[config.mk]
export PLATFORM = sky130hd
export DESIGN_NAME = frame_tagger
export DESIGN_NICKNAME = d
export VERILOG_FILES = /design/src/design/csa_frame_pkg.sv /design/src/design/frame_tagger.sv
export SDC_FILE = /design/constraint.sdc
export NUM_CORES = 1
export LEC_CHECK = 0
export ABC_AREA = 1
export BUFFER_PORTS_ARGS = -buffer_cell sky130_fd_sc_hd__buf_2
export CAP_MARGIN = 20
export CORE_MARGIN = 10
export CORE_UTILIZATION = 49
export CTS_BUF_LIST = sky130_fd_sc_hd__clkbuf_4 sky130_fd_sc_hd__clkbuf_8 sky130_fd_sc_hd__clkbuf_16
export CTS_CLUSTER_DIAMETER = 120
export DETAILED_ROUTE_END_ITERATION = 16
export PLACE_DENSITY = 0.75
export SETUP_SLACK_MARGIN = 0.5
export SYNTH_ARGS = -nofsm -noshare
export SYNTH_HDL_FRONTEND = slang
export SYNTH_SLANG_ARGS = --single-unit
[constraint.sdc]
create_clock -name clk -period 1.3 [get_ports clk]
set_input_delay 0.195 -clock clk [delete_from_list [all_inputs] [get_ports clk]]
set_output_delay 0.195 -clock clk [all_outputs]
set_load 0.02 [all_outputs]
[src/design/csa_frame_pkg.sv]
package csa_frame_pkg;

	////////////////////////////////////////
	// stream types
	////////////////////////////////////////

	typedef logic [7:0] byte_t;
	// bit 8 is the sync tag
	typedef logic [8:0] tagged_byte_t;
	typedef logic [63:0] cw_t;
	typedef logic [7:0] frame_idx_t;

	////////////////////////////////////////
	// frame layout
	////////////////////////////////////////

	// 19 prefix bytes + one 188 byte ts packet
	localparam int FRAME_LEN = 207;
	localparam int PREFIX_LEN = 19;
	localparam int TS_LEN = 188;
	localparam int TS_HDR_LEN = 4;
	localparam int TS_PAYLOAD_LEN = 184;

	// prefix positions
	localparam frame_idx_t SCRAM_POS = 8'd1;
	localparam frame_idx_t CW_FIRST = 8'd2;
	localparam int CW_BYTES = 8;
	localparam frame_idx_t DESC_FIRST = 8'd10;

	localparam byte_t TS_SYNC = 8'h47;
	// longer adaptation fields leave nothing worth scrambling
	localparam byte_t ADAPT_MAX_SCRAM = 8'd175;

endpackage

[src/design/frame_tagger.sv]
`timescale 1ns/100ps

module frame_tagger
	import csa_frame_pkg::*;
(
	input  logic         clk,
	input  logic         rst,
	input  logic         in_valid,
	input  byte_t        in_data,
	output logic         wr_en,
	output tagged_byte_t wr_data
);

	// position of the incoming byte inside its frame
	frame_idx_t pos;

	always_ff @(posedge clk)
	begin
		if (rst)
		begin
			pos <= '0;
			wr_en <= 1'b0;
		end
		else
		begin
			wr_en <= in_valid;
			if (in_valid)
			begin
				if (pos == frame_idx_t'(FRAME_LEN - 1))
					pos <= '0;
				else
					pos <= pos + 1'b1;
			end
		end
	end

	// tag the prefix sync and the ts sync
	always_ff @(posedge clk)
	begin
		if (in_valid)
			wr_data <= {(pos == '0) || (pos == frame_idx_t'(PREFIX_LEN)), in_data};
	end

	a_ts_sync: assert property (@(posedge clk) disable iff (rst)
		in_valid && (pos == frame_idx_t'(PREFIX_LEN)) |-> in_data == TS_SYNC);

endmodule

==> flow_metrics.tcl <==
set metrics [dict create \
    fmax_mhz 881.2 \
    ys_ff_latch 18 \
    initial_utilization 0.5158 \
    worstMarginPinSlew_ns 0.2575 \
    ctsHoldBuffers 0 \
    leakage_nw 0.4653 \
    grt_use_total 0.1115 \
    period_share 0.8730 \
    worst_path_max_delay_cell "dfxtp_4" \
    grt_pass1_vias 667 \
    fp-row-count 14 \
    cp_num_buf_inv 2 \
    cts_tree "done" \
    grt_pass1_wl_mm 3.008 \
    antenna_found_initial 0 \
    maxSlewViolCount 0 \
    crit_chain "buf_6 -> ha_4 -> nand2_4 -> nor2_4 -> buf_4 -> nor3_4" \
    fp.dieH_um 59.82 \
    power_density_nw_per_um2 979.3 \
    final_nets 125 \
    syn_inst 81 \
    ys_warn_count 0 \
    cts_buffers 3 \
    core_area_sq_um 1506 \
    critPathKind "reg -> reg" \
    viasPerCell 5.103 \
    clock_path_buffers 2 \
    drive_gt1_frac 0.5182 \
    postSynthAreaPerCell_sq_um 9.593 \
    route.met3.wl_um 97 \
    period_needed_ns 1.135 \
    synth_nets 95 \
    vdd_ir_drop_max_mv 0.7038 \
    fin_cells 126 \
    cts-root-buf "clkbuf_4" \
    hold_depth 1 \
    rsz0062_at_grt "true" \
    clk_pin_slew_ns 0.11 \
    cts-htree-levels 1 \
    path_delay_family "flip-flops" \
    die_area_sq_um 3578 \
    cp.required_ns 1.53 \
    startpoint_type "flip-flop" \
    grt_max_degree 11 \
    cts.sinks 18 \
    max_stage_delay_ns 0.37 \
    drtIter0Drc 9 \
    outcome "complete, no violations" \
    post_drt_wl_per_cell_um 14.67 \
    finalWirelength_mm 1.848 \
    fin_tns_setup_ns 0 \
    gp_congestion 0.8256 \
    fp.dieW_um 59.82 \
    dp_cells 118 \
    pin_count 21 \
    cp.arrival_ns 1.37 \
    syn_area_sq_um 777.0 \
    cp_num_cells 6 \
    cap_violations 0 \
    finalHoldViolations 0 \
    reg2regPathDepth 6 \
    antenna_cells 0 \
    clk_latency_ns 0.30 \
    path_max_fanout 4 \
    area_growth_syn_to_layout_pct 48.31 \
    final_common_cell "buf_6" \
    drc 0 \
    maxUsedRoutingLayer "met4" \
    numPortBuffers 20 \
    layout_common_cells "buf_6 (12), buf_2 (11), nand2_1 (10)" \
    hold_path_class "in -> reg" \
    grt-ovfl-total 0 \
    dp_hpwl_mm 1.260 \
    relSlewSlack 0.8283 \
    drt-met1-wl_um 729 \
    synth_seq_area_share 0.5797 \
    vias 643 \
    wl_met2_um 982 \
    firstDrtPassIters 4 \
    cp-end-kind "flip-flop" \
    detail-route-antenna-nets 0 \
    ys_types 16 \
    setup_viol 0 \
    finalClockSkew_ns 0.005391 \
]
[path summary, 6_finish.rpt]
kind	from	endpoint	slack (ns)
worst max-delay path	pos[0]$_SDFFE_PP0P_	pos[2]$_SDFFE_PP0P_	0.17
worst max register to register	pos[0]$_SDFFE_PP0P_	pos[2]$_SDFFE_PP0P_	0.17
worst min-delay path	in_data[3]	wr_data[3]$_DFFE_PP_	0.06
worst min register to register	pos[7]$_SDFFE_PP0P_	pos[7]$_SDFFE_PP0P_	0.55
[cell usage after synthesis, drive strengths merged]
cell    instances  share of area
nor2           15          0.092
ha              3          0.048
a21oi           6          0.039
nor3            2          0.026
nand3          10          0.064
inv            10          0.048
o21ai           1         0.0064
dfxtp           9           0.23
xor2            1          0.011
nand2          15          0.085
edfxtp          9           0.35
[logic make-up (layout without fill, tap and decap cells)]
kind of cell             after synthesis  count (layout)  share of synthesized area
buffers and inverters                 10              39                    0.04830
adder cells (fa/ha/maj)                3               3                    0.04831
flip-flops                            18              18                     0.5797
AND/OR/NAND/NOR                       42              42                     0.2673
XOR/XNOR                               1               1                    0.01127
AO/OA/AOI/OAI                          7               7                    0.04508
[report_power, final]
| group | switching (mW) | internal, mW | leakage (nW) |
|---|---|---|---|
| logic | 0.0956 | 0.0892 | 0.286 |
| registers | 0.0213 | 0.630 | 0.164 |
| clock network | 0.181 | 0.112 | 0.0154 |
[worst reg2reg max path, stage by stage (launching register included)]
cell and delay (ns):
dfxtp_4 0.37, buf_6 0.11, ha_4 0.17, nand2_4 0.08, nor2_4 0.04, buf_4 0.13, nor3_4 0.16
[metrics by stage]
step                setup WS [ns]  total power, mW  cell area, sq um  hold WS, ns  utilization
global placement           0.2452           0.7806             934.6       0.3719       0.6204
CTS                        0.1778            1.102              1050      0.06138       0.6968
global route               0.1033            1.183              1152      0.04030       0.7650
finish                     0.1652            1.129              1152      0.06487       0.7650
floorplan                  0.2958           0.7274             807.0       0.2674            -
detailed placement         0.1983           0.7863             934.6       0.3734       0.6204
[layer usage]
metal | up-vias | GRT usage
li1 | 322 | -
met1 | 304 | 0.1143
met2 | 12 | 0.1897
met3 | 5 | 0.04449
met4 | 0 | 0.05769
met5 | - | 0
[cell type report]
cell class / count / area (sq um)
Tap cell: 16 / 20.02
Timing Repair Buffer: 25 / 205.2
Multi-Input combinational cell: 53 / 401.6
Inverter: 10 / 37.54
Sequential cell: 18 / 461.7
Clock buffer: 3 / 22.52
Fill cell: 100 / 354.1
Clock inverter: 1 / 3.754
[flip-flops by register name, indices dropped and copies added, names as in the netlist]
| register | flops |
|---|---|
| wr_data | 9 |
| wr_en | 1 |
| pos | 8 |
[timing repair]
item                                    4_1_cts  5_1_grt
pin swaps                                     7        6
endpoints found under the setup margin       19       19
setup buffers                                 3        1
resized for setup                            17       25
Power figures use the tool's default switching activity.
