<file path="src/design/csa_frame_pkg.sv">
package csa_frame_pkg;

	////////////////////////////////////////
	// stream types
	////////////////////////////////////////

	typedef logic [7:0] byte_t;
	// bit 8 is the sync tag
	typedef logic [8:0] tagged_byte_t;
	typedef logic [63:0] cw_t;
	typedef logic [7:0] frame_idx_t;

	////////////////////////////////////////
	// frame layout
	////////////////////////////////////////

	// 19 prefix bytes + one 188 byte ts packet
	localparam int FRAME_LEN = 207;
	localparam int PREFIX_LEN = 19;
	localparam int TS_LEN = 188;
	localparam int TS_HDR_LEN = 4;
	localparam int TS_PAYLOAD_LEN = 184;

	// prefix positions
	localparam frame_idx_t SCRAM_POS = 8'd1;
	localparam frame_idx_t CW_FIRST = 8'd2;
	localparam int CW_BYTES = 8;
	localparam frame_idx_t DESC_FIRST = 8'd10;

	localparam byte_t TS_SYNC = 8'h47;
	// longer adaptation fields leave nothing worth scrambling
	localparam byte_t ADAPT_MAX_SCRAM = 8'd175;

endpackage

</file>
<file path="src/design/cw_extract.sv">
`timescale 1ns/100ps

module cw_extract
	import csa_frame_pkg::*;
(
	input  logic         clk,
	input  logic         rst,
	input  logic         rd_data_valid,
	input  tagged_byte_t rd_data,
	input  frame_idx_t   byte_idx,
	output logic         scram_flag,
	output cw_t          cw,
	output logic         cw_valid
);

	localparam frame_idx_t CW_LAST_IDX = frame_idx_t'(CW_FIRST + CW_BYTES - 1);

	logic cw_byte;

	assign cw_byte = rd_data_valid && (byte_idx >= CW_FIRST) && (byte_idx <= CW_LAST_IDX);

	always_ff @(posedge clk)
	begin
		if (rst)
		begin
			scram_flag <= 1'b0;
			cw_valid <= 1'b0;
		end
		else
		begin
			cw_valid <= rd_data_valid && (byte_idx == CW_LAST_IDX);
			if (rd_data_valid && (byte_idx == SCRAM_POS))
				scram_flag <= rd_data[0];
		end
	end

	// msb first, so shift in from the bottom
	always_ff @(posedge clk)
	begin
		if (cw_byte)
			cw <= {cw[$bits(cw_t)-9:0], rd_data[7:0]};
	end

endmodule

</file>
<file path="config.mk">
export PLATFORM = sky130hd
export DESIGN_NAME = cw_extract
export DESIGN_NICKNAME = d
export VERILOG_FILES = /design/src/design/csa_frame_pkg.sv /design/src/design/cw_extract.sv
export SDC_FILE = /design/constraint.sdc
export NUM_CORES = 1
export LEC_CHECK = 0
export BUFFER_PORTS_ARGS = -buffer_cell sky130_fd_sc_hd__buf_4
export CAP_MARGIN = 5
export CORE_ASPECT_RATIO = 2
export CORE_UTILIZATION = 44
export CTS_BUF_LIST = sky130_fd_sc_hd__clkbuf_2 sky130_fd_sc_hd__clkbuf_4 sky130_fd_sc_hd__clkbuf_8
export CTS_CLUSTER_DIAMETER = 120
export DETAILED_ROUTE_END_ITERATION = 16
export PLACE_DENSITY_LB_ADDON = 0.3
export SYNTH_ARGS = -nofsm -noshare
export SYNTH_HDL_FRONTEND = slang
export SYNTH_SLANG_ARGS = --single-unit
</file>
<file path="constraint.sdc">
create_clock -name clk -period 2.9 [get_ports clk]
set_input_delay 0.58 -clock clk [delete_from_list [all_inputs] [get_ports clk]]
set_output_delay 0.58 -clock clk [all_outputs]
set_load 0.03 [all_outputs]
</file>
==> results of run 1 <==
## state kept, by name (all words and copies together), names as in the netlist
register    count
cw             64
cw_valid        1
scram_flag      1
## area by class of cell
cell class                 count  area, µm²  share of cell area
tap                           54       67.6              0.0225
clock inverter                 6       91.3              0.0305
sequential                    66       1960               0.654
timing repair buffer          85        651               0.217
clock buffer                  10        131              0.0438
multi-input combinational     11       96.3              0.0321
## stage by stage
| stage | setup WS [ps] | total power, mW | hold slack (ps) | cells | util |
|---|---|---|---|---|---|
| finish | 1140 | 1.90 | 429 | 232 | 0.678 |
| global route | 1060 | 1.96 | 403 | 232 | 0.678 |
| CTS | 1150 | 1.92 | 410 | 232 | 0.678 |
| detailed placement | 802 | 1.10 | 435 | 216 | 0.628 |
| global placement | 873 | 1.10 | 434 | 216 | 0.628 |
| floorplan | 70.9 | 1.07 | 595 | 77 | - |
## where the power goes
part | internal (mW) | switching [mW] | leakage (nW) | total, mW
sequential | 1.04 | 0.00143 | 0.593 | 1.04
clock | 0.496 | 0.324 | 0.114 | 0.820
combinational | 0.0226 | 0.0180 | 0.436 | 0.0405
## placed cells by master, fill, tap and decap left out
cell type  netlist  layout
or4_4            1       1
clkinv_2         0       1
and3_2           0       1
buf_12           0       1
nor3_2           1       1
or4bb_1          1       1
nor2_1           1       1
dfxtp_1          2       2
xnor2_1          1       1
clkinv_4         0       3
nand2b_1         2       2
clkbuf_8         0       9
edfxtp_1        64      64
nor4_1           1       1
clkbuf_4         0       1
buf_4            0      84
mux2i_1          1       1
nor4b_2          1       1
bufinv_16        0       2
## critical path, delay by kind of cell
kind | cells | cell delay [ps]
buffers and inverters | 2 | 410
AND/OR/NAND/NOR | 2 | 750
## worst max-delay path by stage
| stage | end | from | slack [ps] |
|---|---|---|---|
| detailed placement | cw[23] | byte_idx[7] | 800 |
| global route | cw[53] | byte_idx[7] | 1060 |
| global placement | cw[31] | byte_idx[7] | 870 |
| finish | cw[34] | byte_idx[7] | 1140 |
| floorplan | cw[0] | byte_idx[7] | 70 |
| CTS | cw[40] | byte_idx[7] | 1150 |
## layer usage
layer  share of wire  vias up
li1                -      504
met1            0.36      514
met5               0        -
met3           0.083        7
met2            0.54       70
met4           0.018        0
## kinds of logic (layout without fill, tap and decap cells)
| kind of cell | count (synthesis) | after routing | synth area share |
|---|---|---|---|
| flip-flops | 66 | 66 | 0.954 |
| AND/OR/NAND/NOR | 9 | 9 | 0.0371 |
| XOR/XNOR | 1 | 1 | 0.00426 |
| multiplexers | 1 | 1 | 0.00487 |
| buffers and inverters | 0 | 101 | 0 |
==> metrics.md, run 1 <==
| Metric | Value |
|---|---|
| Status | `completed` |
| Worst-path clk slew | `70 ps` |
| Peak supply drop | `0.484 mV` |
| Mapped Cells | `between 70 and 80` |
| Cts-stage hold buffer count | `0` |
| Layout cell share with drive strength beyond 1 | `0.590` |
| Leading post-synthesis cells by cell area | `edfxtp_1, dfxtp_1, nor4b_2` |
| Die Ht | `98.7 µm` |
| Final Skew | `4.68 ps` |
| Met3 usage | `0.0617` |
| Area growth syn-to-layout | `45.8%` |
| Min-Delay Path Class | `input port to flip-flop` |
| Mapped Area | `~2100 µm²` |
| Fin. max-slew vios | `0` |
| Share of the synthesized area in the top cell type | `0.934` |
| Crit-path max FO | `48` |
| Met2 usage | `0.255` |
| Final Cell Area | `around 3000 µm²` |
| Post-synth EDFFs | `64` |
| Die ar. | `4970 µm²` |
| Synth Area per Inst | `26.7 µm²` |
| Distinct cells, synth | `12` |
| Critical Path AT | `around 1800 ps` |
| Starting Density | `0.465` |
| Largest net degree at the start of global routing | `49` |
| Worst-margin pin slew | `about 400 ps` |
| LEAKAGE | `around 1.1 nW` |
| Reg2reg path depth | `0` |
| Initial DRC count | `21` |
| Setup bufs post-CTS | `0` |
| RePlAce Congestion | `0.735` |
| Post-synth ARST share | `0` |
| TritonCTS Sinks | `between 60 and 70` |
| Clk root buf | `clkbuf_8` |
| Die W | `50.3 µm` |
| Startpoint Class | `input port` |
| Site Rows | `34` |
| Via count | `around 1100` |
| Register area share after synthesis | `0.954` |
| Ys Warns | `0` |
| Seq cells post-synth | `66` |
| CTS Buf Count | `9` |
| Hold endpoint | `cw[4]` |
| Final min period | `about 1800 ps` |
| Slowest CP cell | `and3_2` |
| R2r endpoint | `cw[23]` |
| Vias in the first global route | `about 1100` |
| Top post-synthesis cells by count | `edfxtp_1, dfxtp_1, nand2b_1` |
| H-Tree Depth | `3` |
| Critical hold path startpoint | `rd_data[4]` |
| Top_reg_cell synth | `edfxtp_1` |
| NumNets Final | `just under 200` |
| Min-Delay Path Depth | `1` |
| GRT Util Overall | `0.153` |
| Final Hold Vio Count | `0` |
| Critical Path RT | `between 2000 and 3000 ps` |
| Syn_nets | `97` |
| Post-DP HPWL | `2460 µm` |
| Router iterations before antenna repair | `3` |
| Final WL | `roughly 3500 µm` |
| Clk buf depth | `2` |
| R2r startpoint | `cw[15]` |
| Tcrit/Tclk final | `0.606` |
| Max incr delay on CP | `approximately 490 ps` |
| Drc violations | `0` |
| Placed Area | `~2800 µm²` |
| Fill cell count | `328` |
| IO Pins | `86` |
| Dominant cell by count in the synthesized netlist | `edfxtp_1` |
| Post-CTS Resized | `0` |
| WL per Instance | `about 15 µm` |
| Slew HR | `0.729` |
| Port bufs | `between 80 and 90` |
| Setup crit end kind | `flip-flop` |
| Met1 Use GR | `0.158` |
| Fmax | `between 500 and 600 MHz` |
| Final setup viols | `0` |
| Via/cell ratio | `approximately 4.7` |
| Setup TNS | `0 ps` |
| CP Cell Sequence | `buf_4 -> nor4_1 -> and3_2 -> buf_12` |
| GR Overflow Total | `0` |
| Leading area contributor after synthesis | `edfxtp_1` |
| Initial antenna violation count | `0` |
| First-pass GRT wire length | `around 5300 µm` |
| CTS tree | `built` |
| Max cap viols | `0` |
| Antenna viol nets, final | `0` |
| Worst R2R Setup Slack | `around 2200 ps` |
| GR peak layer | `met2` |
| Core area | `around 4400 µm²` |
| Insertion delay to the later sink of the worst-skew pair | `320 ps` |
| Setup CP Type | `input port to flip-flop` |
| Pwr/cell area | `633 nW/µm²` |
| Antenna diodes | `0` |
| RSZ-0062 raised after global routing | `no` |
Power figures use the tool's default switching activity.
==> run 2: changes to the inputs <==
Clock period 2.9 ns to 1.6 ns, I/O delays scaled along.
==> metrics.md, run 2 (synthesized netlist as in run 1, its figures left out) <==
| Metric | Value |
|---|---|
| Status | `completed` |
| Insertion delay to the later sink of the worst-skew pair | `340 ps (+20 ps)` |
| WP buf/inv | `1 (-1)` |
| Drc violations | `0 (unchanged)` |
| Initial DRC count | `12 (-43%)` |
| Clock power share | `0.453 (+0.021)` |
| Top reg by flops | `cw` |
| Die Ht | `98.7 µm (unchanged)` |
| Initial antenna violation count | `0 (unchanged)` |
| Final WL | `3220 µm (-6.8%)` |
| Final Skew | `4.91 ps (+0.229 ps)` |
| First-pass GRT wire length | `5170 µm (-2.2%)` |
| Crit-path max FO | `2 (-96%)` |
| Pre-CTS setup slack | `71.4 ps (-730 ps)` |
| Slew HR | `0.817 (+0.0877)` |
| Antenna viol nets, final | `0 (unchanged)` |
| Final Core Density | `0.692 (+0.0141)` |
| Sequential Power Share | `0.526 (-0.021)` |
| Peak supply drop | `0.940 mV (+94%)` |
| CP delay by family, top | `flip-flops` |
| Port bufs | `84 (unchanged)` |
| Via/cell ratio | `4.69 (-0.58%)` |
| Dpl cells | `218 (+0.93%)` |
| RSZ-0062 raised after global routing | `no` |
| Top flop regs | `cw (64), cw_valid (1), scram_flag (1)` |
| Setup crit end kind | `primary output` |
| Worst setup margin | `348 ps (-794 ps)` |
| Site Rows | `34 (unchanged)` |
| Die W | `50.3 µm (unchanged)` |
| Worst-margin pin slew | `272 ps (-134 ps)` |
| Max cap viols | `0 (unchanged)` |
| Area growth syn-to-layout | `48.8%` |
| Worst-path clk slew | `70 ps (about the same)` |
| Setup TNS | `0 ps (unchanged)` |
| Core area | `4420 µm² (unchanged)` |
| RePlAce Congestion | `0.654 (-11%)` |
| WL per Instance | `13.8 µm (-7.6%)` |
| Largest net degree at the start of global routing | `25 (-49%)` |
| Clk buf depth | `2 (unchanged)` |
| Final min period | `around 1300 ps` |
| Via count | `1098 (+0.27%)` |
| LEAKAGE | `1.17 nW (+2.1%)` |
| GR Overflow Total | `0 (unchanged)` |
| Fin cells | `234 (+0.86%)` |
| Starting Density | `0.465 (unchanged)` |
| Pwr/cell area | `1170 nW/µm² (+85%)` |
| Max incr delay on CP | `410 ps (-80 ps)` |
| Most common cell after layout, fill and taps aside | `buf_4` |
| Critical Path RT | `1280 ps (-1630 ps)` |
| Max reg flops | `64 (unchanged)` |
| Clk root buf | `clkbuf_8` |
| Switch share | `0.174 (-0.00661)` |
| Vias in the first global route | `1096 (-0.63%)` |
| Tcrit/Tclk final | `0.783` |
| Startpoint Class | `flip-flop` |
| CTS Buf Count | `9 (unchanged)` |
| CP Cell Sequence | `buf_4` |
| Final setup viols | `0 (unchanged)` |
| Net Switching | `624 µW (+82%)` |
| Post-CTS Resized | `0 (unchanged)` |
| TritonCTS Sinks | `66 (unchanged)` |
| NumNets Final | `195 (+1.0%)` |
| Most frequent cells in the layout | `buf_4, edfxtp_1, clkbuf_8` |
| Cts-stage hold buffer count | `0 (unchanged)` |
| Layout cell share with drive strength beyond 1 | `0.594 (+0.00456)` |
| H-Tree Depth | `3 (unchanged)` |
| Slowest CP cell | `edfxtp_1` |
| Antenna diodes | `0 (unchanged)` |
| Setup CP Type | `flip-flop to primary output` |
| IO Pins | `86 (unchanged)` |
| Combinational share of power | `0.021 (about the same)` |
| GRT Util Overall | `0.148 (-0.00438)` |
| Worst path depth | `1 (-3)` |
| Final Hold Vio Count | `0 (unchanged)` |
| Die ar. | `4970 µm² (unchanged)` |
| P_int | `2.96 mW (+90%)` |
| CTS tree | `built` |
| Setup bufs post-CTS | `0 (unchanged)` |
| Fill cell count | `296 (-9.8%)` |
| Critical Path AT | `930 ps (-830 ps)` |
| Reg2reg path depth | `0 (unchanged)` |
| Min-Delay Path Class | `input port to flip-flop` |
| Min-Delay Path Depth | `1 (unchanged)` |
| Router iterations before antenna repair | `4 (+1)` |
| Fin. max-slew vios | `0 (unchanged)` |
| Fmax | `around 800 MHz` |
==> run 2: stage by stage <==
step	power [mW]	instance area, µm²	hold WS [ps]
after floorplan	1.94	2060	391
after global placement	1.99	2820	434
after detailed placement	2.00	2820	436
after CTS	3.62	3060	135
after global routing	3.68	3060	138
final	3.58	3060	154
==> run 2: area by class of cell <==
class                      instances  area, µm²  area share
clock inverter                     7        118      0.0384
multi-input combinational         11        100      0.0327
timing repair buffer              87        691       0.226
sequential                        66       1960       0.641
clock buffer                       9        124      0.0405
tap                               54       67.6      0.0221
==> run 2: power by group through the flow <==
stage	clock (mW)	sequential [mW]	combinational, mW
after floorplan	0	1.93	0.0135
after global placement	0	1.92	0.0737
after detailed placement	0	1.92	0.0762
after CTS	1.66	1.88	0.0761
after global routing	1.72	1.88	0.0805
final	1.62	1.88	0.0753
==> run 2: path summary, 6_finish.rpt <==
path	from	to	slack, ps
max	cw[14]	cw[14]	350
min	rd_data[7]	cw[7]	150
max reg2reg	cw[14]	cw[22]	930
min reg2reg	cw[55]	cw[63]	450
==> run 2: per-layer routing <==
layer / up-vias / part of all wire / GRT usage
li1: 507 / - / -
met5: - / 0 / 0
met4: 0 / 0.032 / 0.115
met3: 11 / 0.098 / 0.0571
met2: 74 / 0.52 / 0.231
met1: 506 / 0.35 / 0.156
==> run 3: changes to the inputs <==
Settings changed: CORE_UTILIZATION 44 to 49.
Clock period 1.6 ns to 1.19 ns, I/O delays scaled along.
==> metrics.md, run 3 (synthesized netlist as in run 1, its figures left out) <==
| Metric | Value |
|---|---|
| Status | `completed` |
| Final Cell Area | `3090 µm² (+0.78%)` |
| Min-Delay Path Class | `input port to flip-flop` |
| Port bufs | `84 (unchanged)` |
| Placed Area | `2840 µm² (+0.71%)` |
| Max reg flops | `64 (unchanged)` |
| Antenna diodes | `0 (unchanged)` |
| Slowest CP cell | `edfxtp_1` |
| Met3 usage | `0.0695 (+0.0124)` |
| Pwr/cell area | `1410 nW/µm² (+21%)` |
| Antenna viol nets, final | `0 (unchanged)` |
| CP delay by family, top | `flip-flops` |
| RSZ-0062 raised after global routing | `no` |
| RePlAce Congestion | `0.669 (+2.4%)` |
| Peak supply drop | `1.51 mV (+61%)` |
| Final min period | `~1200 ps` |
| Clk buf depth | `2 (unchanged)` |
| Cts-stage hold buffer count | `0 (unchanged)` |
| Via count | `1108 (+0.91%)` |
| WL per Instance | `13.8 µm (+0.49%)` |
| Post-DP HPWL | `2460 µm` |
| CTS tree | `built` |
| Insertion delay to the later sink of the worst-skew pair | `320 ps (-20 ps)` |
| Layout cell share with drive strength beyond 1 | `0.604 (+0.00983)` |
| Most frequent cells in the layout | `buf_4, edfxtp_1, clkbuf_8` |
| Clk root buf | `clkbuf_8` |
| TritonCTS Sinks | `66 (unchanged)` |
| Met1 Use GR | `0.159 (+0.00293)` |
| Vias in the first global route | `1071 (-2.3%)` |
| Worst R2R Setup Slack | `390 ps (-540 ps)` |
| Top reg by flops | `cw` |
| R2r startpoint | `cw[5]` |
| GR peak layer | `met2` |
| R2r endpoint | `cw[13]` |
| Final Core Density | `0.763 (+0.0705)` |
| NumNets Final | `202 (+3.6%)` |
| Final WL | `3310 µm (+2.6%)` |
| Drc violations | `0 (unchanged)` |
| Initial antenna violation count | `0 (unchanged)` |
| First-pass GRT wire length | `4720 µm (-8.7%)` |
| Setup crit end kind | `primary output` |
| Startpoint Class | `flip-flop` |
| IO Pins | `86 (unchanged)` |
| CP Cell Sequence | `buf_4` |
| Crit-path max FO | `2 (unchanged)` |
| Max cap viols | `0 (unchanged)` |
| Worst-path clk slew | `70 ps (about the same)` |
| Most common cell after layout, fill and taps aside | `buf_4` |
| Top flop regs | `cw (64), cw_valid (1), scram_flag (1)` |
| Final setup viols | `0 (unchanged)` |
| Die ar. | `4480 µm² (-9.9%)` |
| Starting Density | `0.508 (+0.0434)` |
| Die Ht | `93.6 µm (-5.1%)` |
| Met2 usage | `0.261 (+0.0305)` |
| Max incr delay on CP | `420 ps (about the same)` |
| Setup CP Type | `flip-flop to primary output` |
| GR Overflow Total | `0 (unchanged)` |
| LEAKAGE | `1.17 nW (+0.60%)` |
| Area growth syn-to-layout | `50.0%` |
| Site Rows | `33 (-2.9%)` |
| Initial DRC count | `26 (+14)` |
| Final Skew | `9.63 ps (+4.72 ps)` |
| Largest net degree at the start of global routing | `26 (+4.0%)` |
| Router iterations before antenna repair | `3 (-1)` |
| Via/cell ratio | `4.64 (-1.2%)` |
| Setup TNS | `0 ps (unchanged)` |
| Fill cell count | `263 (-11%)` |
| GRT Util Overall | `0.158 (+0.0102)` |
| Critical Path RT | `950 ps (-330 ps)` |
| Slew HR | `0.881 (+0.0641)` |
| CTS Buf Count | `9 (unchanged)` |
| H-Tree Depth | `3 (unchanged)` |
| CP endpoint | `cw[39]` |
| WP buf/inv | `1 (unchanged)` |
| Reg2reg path depth | `1 (+1)` |
| Critical Path AT | `930 ps (about the same)` |
| Crit path launch | `cw[39]` |
| Final Hold Vio Count | `0 (unchanged)` |
| Die W | `47.8 µm (-5.0%)` |
| Worst path depth | `1 (unchanged)` |
| Fmax | `859 MHz` |
| Worst-margin pin slew | `177 ps (-94.9 ps)` |
| Fin. max-slew vios | `0 (unchanged)` |
| Core area | `4050 µm² (-8.5%)` |
| Tcrit/Tclk final | `0.978` |
[run 3: how the worst min path moves through the flow]
stage                     cells after the start       end        from  slack (ps)
after floorplan                               1  cw_valid         rst         310
after global placement                        1     cw[5]  rd_data[5]         420
after detailed placement                      1     cw[6]  rd_data[6]         420
after CTS                                     1     cw[4]  rd_data[4]          80
after global routing                          1     cw[7]  rd_data[7]          70
final                                         1     cw[7]  rd_data[7]          90
[run 3: layout make-up]
cell class              count  area [µm²]  share of cell area
flip-flops and latches     66        1960               0.636
multi-input cells          11         115              0.0373
clock inverters             6        57.6              0.0187
well taps                  52        65.1              0.0211
repair buffers             94         754               0.245
clock buffers              10         131              0.0426
[run 3: power by group]
group	internal (mW)	switching, mW
Sequential	2.53	0.00377
Combinational	0.0631	0.0493
Clock	0.972	0.745
[run 3: per-layer routing]
layer,vias up,part of all wire
met1,522,0.34
met2,59,0.57
met3,6,0.079
met4,0,0.012
li1,521,-
met5,-,0
[run 3: stage by stage]
step	hold WS [ps]	setup slack (ps)	total power [mW]	instances
6_report	93.3	25.8	4.36	239
2_1_floorplan	309	-297	2.62	77
4_1_cts	77.1	6.54	4.42	233
5_1_grt	72.2	2.23	4.50	239
3_3_place_gp	418	-195	2.69	217
3_5_place_dp	417	-240	2.69	217
[run 3: repair_timing]
item	CTS	global route
setup buffers	0	6
setup endpoints to repair	0	9
resized for setup	0	3
