**src/design/csa_frame_pkg.sv**
```systemverilog
package csa_frame_pkg;

	////////////////////////////////////////
	// stream types
	////////////////////////////////////////

	typedef logic [7:0] byte_t;
	// bit 8 is the sync tag
	typedef logic [8:0] tagged_byte_t;
	typedef logic [63:0] cw_t;
	typedef logic [7:0] frame_idx_t;

	////////////////////////////////////////
	// frame layout
	////////////////////////////////////////

	// 19 prefix bytes + one 188 byte ts packet
	localparam int FRAME_LEN = 207;
	localparam int PREFIX_LEN = 19;
	localparam int TS_LEN = 188;
	localparam int TS_HDR_LEN = 4;
	localparam int TS_PAYLOAD_LEN = 184;

	// prefix positions
	localparam frame_idx_t SCRAM_POS = 8'd1;
	localparam frame_idx_t CW_FIRST = 8'd2;
	localparam int CW_BYTES = 8;
	localparam frame_idx_t DESC_FIRST = 8'd10;

	localparam byte_t TS_SYNC = 8'h47;
	// longer adaptation fields leave nothing worth scrambling
	localparam byte_t ADAPT_MAX_SCRAM = 8'd175;

endpackage

```
**src/design/csa_seq_pkg.sv**
```systemverilog
package csa_seq_pkg;

	import csa_frame_pkg::*;

	// read phases of one frame
	typedef enum logic [1:0]
	{
		IDLE,
		SEND_PREFIX,
		SEND_TS_HEADER,
		SEND_PAYLOAD
	} seq_state_t;

	////////////////////////////////////////
	// phase boundaries by frame position
	////////////////////////////////////////

	localparam frame_idx_t PREFIX_LAST_IDX = frame_idx_t'(FRAME_LEN - TS_LEN - 1);
	localparam frame_idx_t PAYLOAD_FIRST_IDX = frame_idx_t'(FRAME_LEN - TS_LEN + TS_HDR_LEN);
	// fourth ts header byte, holds adaptation_field_control
	localparam frame_idx_t HDR_LAST_IDX = frame_idx_t'(PAYLOAD_FIRST_IDX - 1);
	localparam frame_idx_t LAST_IDX = frame_idx_t'(PAYLOAD_FIRST_IDX + TS_PAYLOAD_LEN - 1);

endpackage

```
**src/design/packet_sequencer.sv**
```systemverilog
`timescale 1ns/100ps

module packet_sequencer
	import csa_frame_pkg::*;
	import csa_seq_pkg::*;
(
	input  logic         clk,
	input  logic         rst,
	input  logic         prog_full,
	input  logic         empty,
	output logic         rd_en,
	input  tagged_byte_t rd_data,
	output logic         rd_data_valid,
	output frame_idx_t   byte_idx,
	input  logic         payload_scram,
	output logic         out_valid,
	output tagged_byte_t out_data,
	output logic         out_scram
);

	// the held sync byte goes out in place of the last dropped byte
	localparam frame_idx_t SYNC_EMIT_IDX = frame_idx_t'(DESC_FIRST - 1);

	seq_state_t state;
	frame_idx_t rd_cnt;
	tagged_byte_t sync_hold;

	////////////////////////////////////////
	// read side FSM
	////////////////////////////////////////

	// one read per cycle while a frame is in flight
	assign rd_en = (state != IDLE);

	always_ff @(posedge clk)
	begin
		if (rst)
		begin
			state <= IDLE;
			rd_cnt <= '0;
		end
		else
		begin
			case (state)
				IDLE:
				begin
					rd_cnt <= '0;
					if (prog_full && !empty)
						state <= SEND_PREFIX;
				end
				SEND_PREFIX:
				begin
					rd_cnt <= rd_cnt + 1'b1;
					if (rd_cnt == PREFIX_LAST_IDX)
						state <= SEND_TS_HEADER;
				end
				SEND_TS_HEADER:
				begin
					rd_cnt <= rd_cnt + 1'b1;
					if (rd_cnt == HDR_LAST_IDX)
						state <= SEND_PAYLOAD;
				end
				SEND_PAYLOAD:
				begin
					rd_cnt <= rd_cnt + 1'b1;
					// last byte of the ts packet
					if (rd_cnt == LAST_IDX)
						state <= IDLE;
				end
				default:
				begin
					state <= IDLE;
				end
			endcase
		end
	end

	// fifo data lands one cycle after the read
	always_ff @(posedge clk)
	begin
		if (rst)
		begin
			rd_data_valid <= 1'b0;
			byte_idx <= '0;
		end
		else
		begin
			rd_data_valid <= rd_en;
			byte_idx <= rd_cnt;
		end
	end

	////////////////////////////////////////
	// output register
	////////////////////////////////////////

	always_ff @(posedge clk)
	begin
		if (rst)
		begin
			out_valid <= 1'b0;
			out_scram <= 1'b0;
		end
		else
		begin
			// prefix bytes 1..8 dropped, byte 9 slot carries the sync byte
			out_valid <= rd_data_valid && (byte_idx >= SYNC_EMIT_IDX);
			out_scram <= rd_data_valid && payload_scram;
		end
	end

	always_ff @(posedge clk)
	begin
		if (rd_data_valid && (byte_idx == '0))
			sync_hold <= rd_data;
		if (byte_idx == SYNC_EMIT_IDX)
			out_data <= sync_hold;
		else
			out_data <= rd_data;
	end

	// frame alignment between tagger and read side
	a_frame_start: assert property (@(posedge clk) disable iff (rst)
		rd_data_valid && (byte_idx == '0) |-> rd_data[8]);

endmodule

```
**config.mk**
```make
export PLATFORM = sky130hd
export DESIGN_NAME = packet_sequencer
export DESIGN_NICKNAME = d
export VERILOG_FILES = /design/src/design/csa_frame_pkg.sv /design/src/design/csa_seq_pkg.sv /design/src/design/packet_sequencer.sv
export SDC_FILE = /design/constraint.sdc
export NUM_CORES = 1
export LEC_CHECK = 0
export BUFFER_PORTS_ARGS = -buffer_cell sky130_fd_sc_hd__buf_2
export CAP_MARGIN = 10
export CORE_ASPECT_RATIO = 0.6
export CORE_UTILIZATION = 35
export DETAILED_ROUTE_END_ITERATION = 10
export GPL_TIMING_DRIVEN = 0
export HOLD_SLACK_MARGIN = 0.06
export PLACE_DENSITY_LB_ADDON = 0.12
export SYNTH_ARGS = -nofsm -noshare
export SYNTH_HDL_FRONTEND = slang
export SYNTH_SLANG_ARGS = --single-unit
```
**constraint.sdc**
```tcl
create_clock -name clk -period 3.2 [get_ports clk]
set_input_delay 0.8 -clock clk [delete_from_list [all_inputs] [get_ports clk]]
set_output_delay 0.8 -clock clk [all_outputs]
set_load 0.005 [all_outputs]
```
==> flow_summary.json, run 1 <==
{
  "max_stage_delay_ns": 0.58,
  "crit_fanout": 6,
  "top_level_ports": 35,
  "maxCapViolCount": 0,
  "crit_start": "byte_idx[4]",
  "totalWireLength_um": 2520,
  "fin_total_pwr_mw": 1.08,
  "rows": 17,
  "rr_startpoint": "byte_idx[4]",
  "numCtsBuffers": 5,
  "cts_htree_levels": 2,
  "pre_cts_ws_ns": 0.891,
  "antenna_found_initial": 0,
  "critPathSlowestCell": "or4_1",
  "max_freq_mhz": 438,
  "placeableCoreArea_um2": 3760,
  "crit_buf_inv": 1,
  "finalSetupViolations": 0,
  "min_period_ns": 2.28,
  "final_cells": 203,
  "grt_max_degree": 12,
  "regArea_um2": 871,
  "clock_latency_ns": 0.28,
  "synth_area_um2": 1410,
  "fill_cells": 349,
  "drc": 5,
  "grt_pass1_vias": 880,
  "timing.final.ws_setup_ns": 0.917,
  "hold_start": "rd_cnt[0]",
  "n_antenna_cell": 0,
  "grt_usage": 0.131,
  "outcome": "complete, but fails checks",
  "num-nets-final": 175,
  "clk_pin_slew_ns": 0.07,
  "die_y_um": 51.2,
  "synth_cell_type_count": 27,
  "cp.required_ns": 3.19,
  "path_class": "reg -> reg",
  "critPathTopFamily": "simple AND/OR/NAND/NOR gates",
  "vias_per_cell": 4.53,
  "port_buffers": 34,
  "cts_tree": "yes",
  "clock_sinks": 39,
  "r2r_cells": 4,
  "clock-root-buffer": "clkbuf_8",
  "rsz0062_at_grt": "false",
  "final_util": 0.461,
  "start_util": 0.376,
  "dp_cells": 195,
  "cp-endpoint": "sync_hold[3]",
  "globalplace.congestion": 0.747,
  "rrSetupSlack_ns": 0.92,
  "fin_setup_tns_ns": 0,
  "multi_input_area_um2": 523,
  "layout-drive-gt1-share": 0.333,
  "cp-end-kind": "flip-flop",
  "first_iter_violations": 32,
  "post_cts_resize_count": 0,
  "fin_crit_sh": 0.713,
  "gr-total-overflow": 0,
  "route.vias.total": 919,
  "fin_skew_ns": 0.00668,
  "ys_ff_latch": 39,
  "holdBufCountCts": 0,
  "path_cells": "or4_1 -> or3_1 -> nor4b_2 -> buf_4",
  "power_density_nw_per_um2": 624,
  "clock_path_buffers": 2,
  "hp-class": "reg -> reg",
  "r2r-end": "sync_hold[3]",
  "finalHoldViolCount": 0,
  "placed_area_um2": 1660,
  "violations": "DRC",
  "post_synth.cell_area_avg_um2": 12.5,
  "synthToLayoutAreaGrowth_pct": 22.8,
  "postRouteAntennaNets": 0,
  "stdcell_area_um2": 1740,
  "syn_nets": 133,
  "max-vdd-ir-drop_uv": 254,
  "start_kind": "flip-flop",
  "syn_inst": 113,
  "slew_viol_final": 0,
  "routedWlPerCell_um": 12.4,
  "grt_pass1_wl_um": 4160,
  "die_x_um": 84.1,
  "crit_arrival_ns": 2.28,
  "ys_seq_area_frac": 0.616,
  "yosysWarningCount": 0,
  "dieArea_um2": 4310,
  "hpwl_um": 1840,
  "fin_hold_ws_ns": 0.464,
  "relSlewSlack": 0.657,
  "cts_setup_buffers": 0,
  "p_leak_nw": 0.747,
  "path_depth": 4,
  "firstDrtPassIters": 7,
  "worst_pin_slew_ns": 0.513
}
[cells in the mapped netlist (all sizes together)]
master  instances  area, µm²
dfxtp          30        601
nor2           11       41.3
edfxtp          9        270
mux2            9        101
nor2b           7       43.8
ha              6       75.1
inv             5       18.8
nand3           5       25.0
xor2            4       35.0
nand2b          3       18.8
a211oi          2       15.0
and3            2       12.5
clkbuf          2       7.51
nor4b           2       17.5
or3             2       12.5
or4b            2       20.0
xnor2           2       17.5
a221o           1       10.0
and3b           1       8.76
mux2i           1       10.0
nand3b          1       7.51
nand4b          1       8.76
nor3            1       5.00
o21a            1       8.76
o22a            1       8.76
or2             1       6.26
or4             1       7.51
[cells in the final DEF (no fill, tap or decap), types with 2 or more instances in the layout]
cell      synthesis  routed
nand2b_1          3       3
and3_1            2       2
clkinv_1          0       2
clkbuf_8          0       5
ha_1              6       6
nor2b_1           7       7
or4b_1            2       2
mux2_2            9       9
nor2_1           11      11
inv_1             5       5
clkbuf_1          2       3
xor2_1            4       4
nand3_1           5       5
edfxtp_1          9       9
a211oi_1          2       2
buf_2             0      34
xnor2_1           2       2
dfxtp_1          30      30
or3_1             2       2
[power breakdown]
part / switching [mW] / total [mW] / internal, mW / leakage, nW
Combinational: 0.0983 / 0.187 / 0.0892 / 0.379
Sequential: 0.0258 / 0.588 / 0.562 / 0.328
Clock: 0.160 / 0.309 / 0.149 / 0.0403
[kinds of logic after synthesis]
| group | share of synthesized area |
|---|---|
| compound gates | 0.0301 |
| xor+xnor | 0.0372 |
| fa+ha+maj | 0.0531 |
| buf+inv | 0.0186 |
| flops | 0.616 |
| mux | 0.0788 |
| simple gates | 0.166 |
[routing by layer]
| layer | wire, µm | up-vias | GRT usage |
|---|---|---|---|
| met3 | 127 | 2 | 0.0598 |
| met5 | 0 | - | 0 |
| met4 | 18 | 0 | 0.0603 |
| li1 | - | 476 | - |
| met1 | 1340 | 420 | 0.174 |
| met2 | 1040 | 21 | 0.180 |
[worst reg2reg max path: stages (launching register included)]
cell and delay (ns):
dfxtp_1 0.31, or4_1 0.58, or3_1 0.37, nor4b_2 0.47, buf_4 0.26
[worst min-delay path by stage]
stage / end / cells after the start
floorplan: rd_cnt[0] / 1
global placement: rd_cnt[0] / 1
detailed placement: rd_cnt[0] / 1
CTS: rd_cnt[0] / 1
global route: out_data[8] / 1
finish: rd_cnt[0] / 1
[registers in the layout, summed over array words and instances, names as in the netlist]
register       count
state              2
rd_cnt             8
sync_hold          9
rd_data_valid      1
out_data           9
byte_idx           8
out_scram          1
out_valid          1
[cell type report]
type,instances,area share
plain buffers,2,0.00432
flip-flops and latches,39,0.501
clock inverters,2,0.00432
clock buffers,6,0.0418
well taps,47,0.0339
multi-input cells,67,0.301
inverters,5,0.0108
repair buffers,35,0.102
No activity file was read; power rests on OpenSTA's default activity.
==> run 2: changes to the inputs <==
clock period = 2.21 ns   (was 3.2 ns; I/O delays follow)
==> run 2 against run 1 <==
  * The run still ends with DRC left
  * Flip-flop and latch count unchanged
  * Sequential share of layout area is 0.64 points lower
  * Highest routed layer unchanged
  * Hold slack got worse by 0.015 ns
  * Fmax is 10% higher
  * First-iteration DRC count is the same
==> flow_summary.json, run 2 (synthesis results as in run 1) <==
{
  "outcome": "complete, but fails checks",
  "violations": "DRC",
  "critPathSlowestCell": "or4_1",
  "placed_area_um2": 1650,
  "grt_usage": 0.131,
  "largest_registers": "out_data (9), sync_hold (9)",
  "max_freq_mhz": 483,
  "crit_start": "byte_idx[4]",
  "layout-drive-gt1-share": 0.346,
  "antenna_found_initial": 0,
  "finalSetupViolations": 0,
  "top_level_ports": 35,
  "cp.required_ns": 2.20,
  "rsz0062_at_grt": "false",
  "final_cells": 203,
  "hpwl_um": 1790,
  "dp_cells": 194,
  "path_cells": "or4_1 -> or3_1 -> nor4b_4 -> buf_4",
  "max_stage_delay_ns": 0.58,
  "grt_pass1_vias": 912,
  "clock_latency_ns": 0.29,
  "worst_pin_slew_ns": 0.466,
  "crit_fanout": 9,
  "totalWireLength_um": 2420,
  "synthToLayoutAreaGrowth_pct": 24.4,
  "fin_skew_ns": 0.00801,
  "r2r-end": "sync_hold[6]",
  "drc": 10,
  "start_kind": "flip-flop",
  "globalplace.congestion": 0.700,
  "crit_buf_inv": 1,
  "maxCapViolCount": 0,
  "power_density_nw_per_um2": 918,
  "num-nets-final": 175,
  "fin_crit_sh": 0.937,
  "final_common_cell": "buf_2",
  "routedWlPerCell_um": 11.9,
  "dieArea_um2": 4310,
  "first_iter_violations": 32,
  "stdcell_area_um2": 1760,
  "wl_met1_um": 1320,
  "min_period_ns": 2.07,
  "die_y_um": 51.2,
  "p_leak_nw": 0.754,
  "critPathTopFamily": "simple AND/OR/NAND/NOR gates",
  "cp-end-kind": "flip-flop",
  "grt_pass1_wl_um": 4200,
  "postRouteAntennaNets": 0,
  "clock_sinks": 39,
  "firstDrtPassIters": 7,
  "start_util": 0.376,
  "gr-total-overflow": 0,
  "grt_max_degree": 13,
  "fin_total_pwr_mw": 1.62,
  "fill_cells": 370,
  "placeableCoreArea_um2": 3760,
  "maxUsedRoutingLayer": "met4",
  "numCtsBuffers": 5,
  "wl_met2_um": 914,
  "r2r_cells": 4,
  "multi_input_area_um2": 532,
  "vias_per_cell": 4.66,
  "clock-root-buffer": "clkbuf_8",
  "relSlewSlack": 0.688,
  "path_depth": 4,
  "wl_met3_um": 145,
  "holdPathStages": 1,
  "regArea_um2": 871,
  "path_class": "reg -> reg",
  "route.vias.total": 945,
  "clock_path_buffers": 2,
  "n_antenna_cell": 0,
  "cts_htree_levels": 2,
  "die_x_um": 84.1,
  "layout_common_cells": "buf_2 (34), dfxtp_1 (30), nor2_1 (11)",
  "finalHoldViolCount": 0,
  "slew_viol_final": 0,
  "hp-class": "in -> reg",
  "crit_arrival_ns": 2.06,
  "final_util": 0.467,
  "cts_tree": "yes",
  "fin_hold_ws_ns": 0.450,
  "port_buffers": 34,
  "cp-endpoint": "sync_hold[6]",
  "clk_pin_slew_ns": 0.08,
  "rrSetupSlack_ns": 0.14,
  "rr_startpoint": "byte_idx[4]",
  "max-vdd-ir-drop_uv": 337,
  "rows": 17
}
## run 2: cell count changes in the layout (fill, tap and decap cells not counted)
| cell | previous run | this run |
|---|---|---|
| clkbuf_8 | 5 | 6 |
| clkinvlp_4 | 0 | 1 |
| clkinv_1 | 2 | 1 |
| nor4b_4 | 0 | 1 |
| nor4b_2 | 1 | 0 |
| clkbuf_1 | 3 | 2 |
## run 2: what timing repair did
| item | in CTS | in global routing |
|---|---|---|
| endpoints found under the setup margin | 9 | 0 |
| setup buffers | 1 | 0 |
| hold buffers | 0 | 0 |
| gates resized for setup | 1 | 0 |
## run 2: how the worst min path moves through the flow
stage               start      endpoint  slack [ns]
4_1_cts        rd_data[3]  sync_hold[3]        0.44
5_1_grt        rd_data[3]  sync_hold[3]        0.44
3_5_place_dp    rd_cnt[0]     rd_cnt[0]        0.45
2_1_floorplan   rd_cnt[0]     rd_cnt[0]        0.43
6_report       rd_data[3]  sync_hold[3]        0.45
3_3_place_gp    rd_cnt[0]     rd_cnt[0]        0.44
## run 2: stage by stage
| stage | setup WS (ns) | setup TNS [ns] |
|---|---|---|
| CTS | 0.150 | 0 |
| detailed placement | -0.288 | -2.59 |
| floorplan | 0.00343 | 0 |
| finish | 0.139 | 0 |
| global placement | -0.304 | -2.74 |
| global route | 0.0400 | 0 |
## run 2: area by class of cell
cell class	count	share of cell area
Sequential cell	39	0.495
Multi-Input combinational cell	67	0.302
Timing Repair Buffer	35	0.101
Clock buffer	6	0.0469
Tap cell	47	0.0334
Inverter	5	0.0107
Clock inverter	2	0.00640
Buffer	2	0.00427
## run 2: where the power goes
part / internal, mW / switching, mW / leakage (nW) / total (mW)
registers: 0.813 / 0.0402 / 0.328 / 0.854
clock network: 0.249 / 0.239 / 0.0449 / 0.488
logic: 0.133 / 0.141 / 0.381 / 0.274
## run 2: per-layer routing
| metal | global-route usage | vias to the layer above |
|---|---|---|
| met2 | 0.182 | 27 |
| met5 | 0 | - |
| met4 | 0.0517 | 0 |
| met1 | 0.178 | 440 |
| met3 | 0.0565 | 4 |
| li1 | - | 474 |
==> run 3: changes to the inputs <==
BUFFER_PORTS_ARGS = -buffer_cell sky130_fd_sc_hd__clkbuf_2   (was -buffer_cell sky130_fd_sc_hd__buf_2)
==> run 3 against run 2 <==
  * Highest routed layer unchanged
  * Cell area is the same
  * Die area is the same
  * Largest power group unchanged
  * Clock-buffer cell count is the same
  * Critical path type unchanged
  * Clock power shrank 2%
  * The run still ends with DRC left
  * Setup slack gained 0.029 ns
  * First-iteration DRC count shrank 47%
  * Critical path depth is the same
==> flow_summary.json, run 3 (synthesis results as in run 1) <==
{
  "grt_use_met2": 0.157,
  "postRouteAntennaNets": 0,
  "crit_fanout": 9,
  "holdBufCountCts": 0,
  "routedWlPerCell_um": 11.8,
  "cts_tree": "yes",
  "fin_crit_sh": 0.924,
  "final_common_cell": "clkbuf_2",
  "use_met3": 0.0565,
  "clock_latency_ns": 0.28,
  "numCtsBuffers": 5,
  "placed_area_um2": 1650,
  "globalplace.congestion": 0.712,
  "critPathSlowestCell": "or4_1",
  "rsz0062_at_grt": "false",
  "grt_pass1_vias": 837,
  "use_met1": 0.189,
  "firstDrtPassIters": 7,
  "first_iter_violations": 17,
  "top_level_ports": 35,
  "port_buffers": 34,
  "route.vias.total": 930,
  "cp-end-kind": "flip-flop",
  "max_freq_mhz": 490,
  "stdcell_area_um2": 1760,
  "cp.required_ns": 2.20,
  "pre_cts_ws_ns": -0.272,
  "p_leak_nw": 0.748,
  "critPathTopFamily": "simple AND/OR/NAND/NOR gates",
  "layout_common_cells": "clkbuf_2 (34), dfxtp_1 (30), nor2_1 (11)",
  "gr-total-overflow": 0,
  "crit_arrival_ns": 2.03,
  "finalSetupViolations": 0,
  "maxCapViolCount": 0,
  "cts_htree_levels": 2,
  "dp_cells": 194,
  "dieArea_um2": 4310,
  "min_period_ns": 2.04,
  "grt.busiest_layer": "met1",
  "clock-root-buffer": "clkbuf_8",
  "n_antenna_cell": 0,
  "timing.final.ws_setup_ns": 0.168,
  "start_kind": "flip-flop",
  "relSlewSlack": 0.709,
  "totalWireLength_um": 2390,
  "rows": 17,
  "crit_buf_inv": 1,
  "finalHoldViolCount": 0,
  "clock_sinks": 39,
  "grt_max_degree": 13,
  "vias_per_cell": 4.58,
  "antenna_found_initial": 0,
  "power_density_nw_per_um2": 912,
  "drc": 10,
  "path_class": "reg -> reg",
  "synthToLayoutAreaGrowth_pct": 24.4,
  "outcome": "complete, but fails checks",
  "die_x_um": 84.1,
  "max_stage_delay_ns": 0.57,
  "fin_skew_ns": 0.00576,
  "fill_cells": 356,
  "layout-drive-gt1-share": 0.346,
  "violations": "DRC",
  "fin_hold_ws_ns": 0.460,
  "max-vdd-ir-drop_uv": 294,
  "clock_path_buffers": 2,
  "clk_pin_slew_ns": 0.07,
  "grt_pass1_wl_um": 4040,
  "fin_setup_tns_ns": 0,
  "hp-class": "in -> reg",
  "grt_usage": 0.126,
  "worst_pin_slew_ns": 0.435,
  "path_cells": "or4_1 -> or3_1 -> nor4b_4 -> buf_4",
  "start_util": 0.376,
  "largest_registers": "out_data (9), sync_hold (9)",
  "slew_viol_final": 0,
  "num-nets-final": 175,
  "final_cells": 203,
  "hpwl_um": 1820,
  "die_y_um": 51.2,
  "placeableCoreArea_um2": 3760
}
[run 3: changes by cell type in the layout (fill, tap and decap cells not counted)]
cell / delta
buf_2: -34
clkbuf_2: +34
[run 3: repair_timing]
action	CTS	global route
buffers inserted	1	0
endpoints found under the setup margin	9	0
gates resized for setup	1	0
[run 3: per-stage QoR]
step | util | power, mW
2_1_floorplan | - | 1.04
3_3_place_gp | 0.438 | 1.13
3_5_place_dp | 0.438 | 1.13
4_1_cts | 0.467 | 1.63
5_1_grt | 0.467 | 1.72
6_report | 0.467 | 1.61
[run 3: power by group]
group	total (mW)	switching [mW]	internal, mW
registers	0.854	0.0408	0.814
logic	0.272	0.139	0.133
clock network	0.478	0.230	0.249
[run 3: per-layer routing]
metal	part of all wire	vias to the layer above
met5	0	-
met4	0.0059	0
met3	0.067	2
met2	0.36	24
met1	0.56	432
li1	-	472
[run 3: final cells by class]
class                      instances  area (µm²)  share of cell area
buffer                             2        7.51             0.00427
clock inverter                     2        11.3             0.00640
clock buffer                       6        82.6              0.0469
multi-input combinational         67         532               0.302
tap                               47        58.8              0.0334
timing repair buffer              35         178               0.101
sequential                        39         871               0.495
inverter                           5        18.8              0.0107
[run 3: worst register-to-register path, stage by stage, from the launching register on]
cell	delay (ns)
dfxtp_1	0.31
or4_1	0.57
or3_1	0.39
nor4b_4	0.27
buf_4	0.22
[run 3: path summary, 6_finish.rpt]
path          startpoint           end  slack, ns  cells past startpoint
max          byte_idx[4]  sync_hold[0]       0.17                      4
min           rd_data[5]  sync_hold[5]       0.46                      1
max reg2reg  byte_idx[4]  sync_hold[0]       0.17                      4
min reg2reg    rd_cnt[0]     rd_cnt[0]       0.46                      1
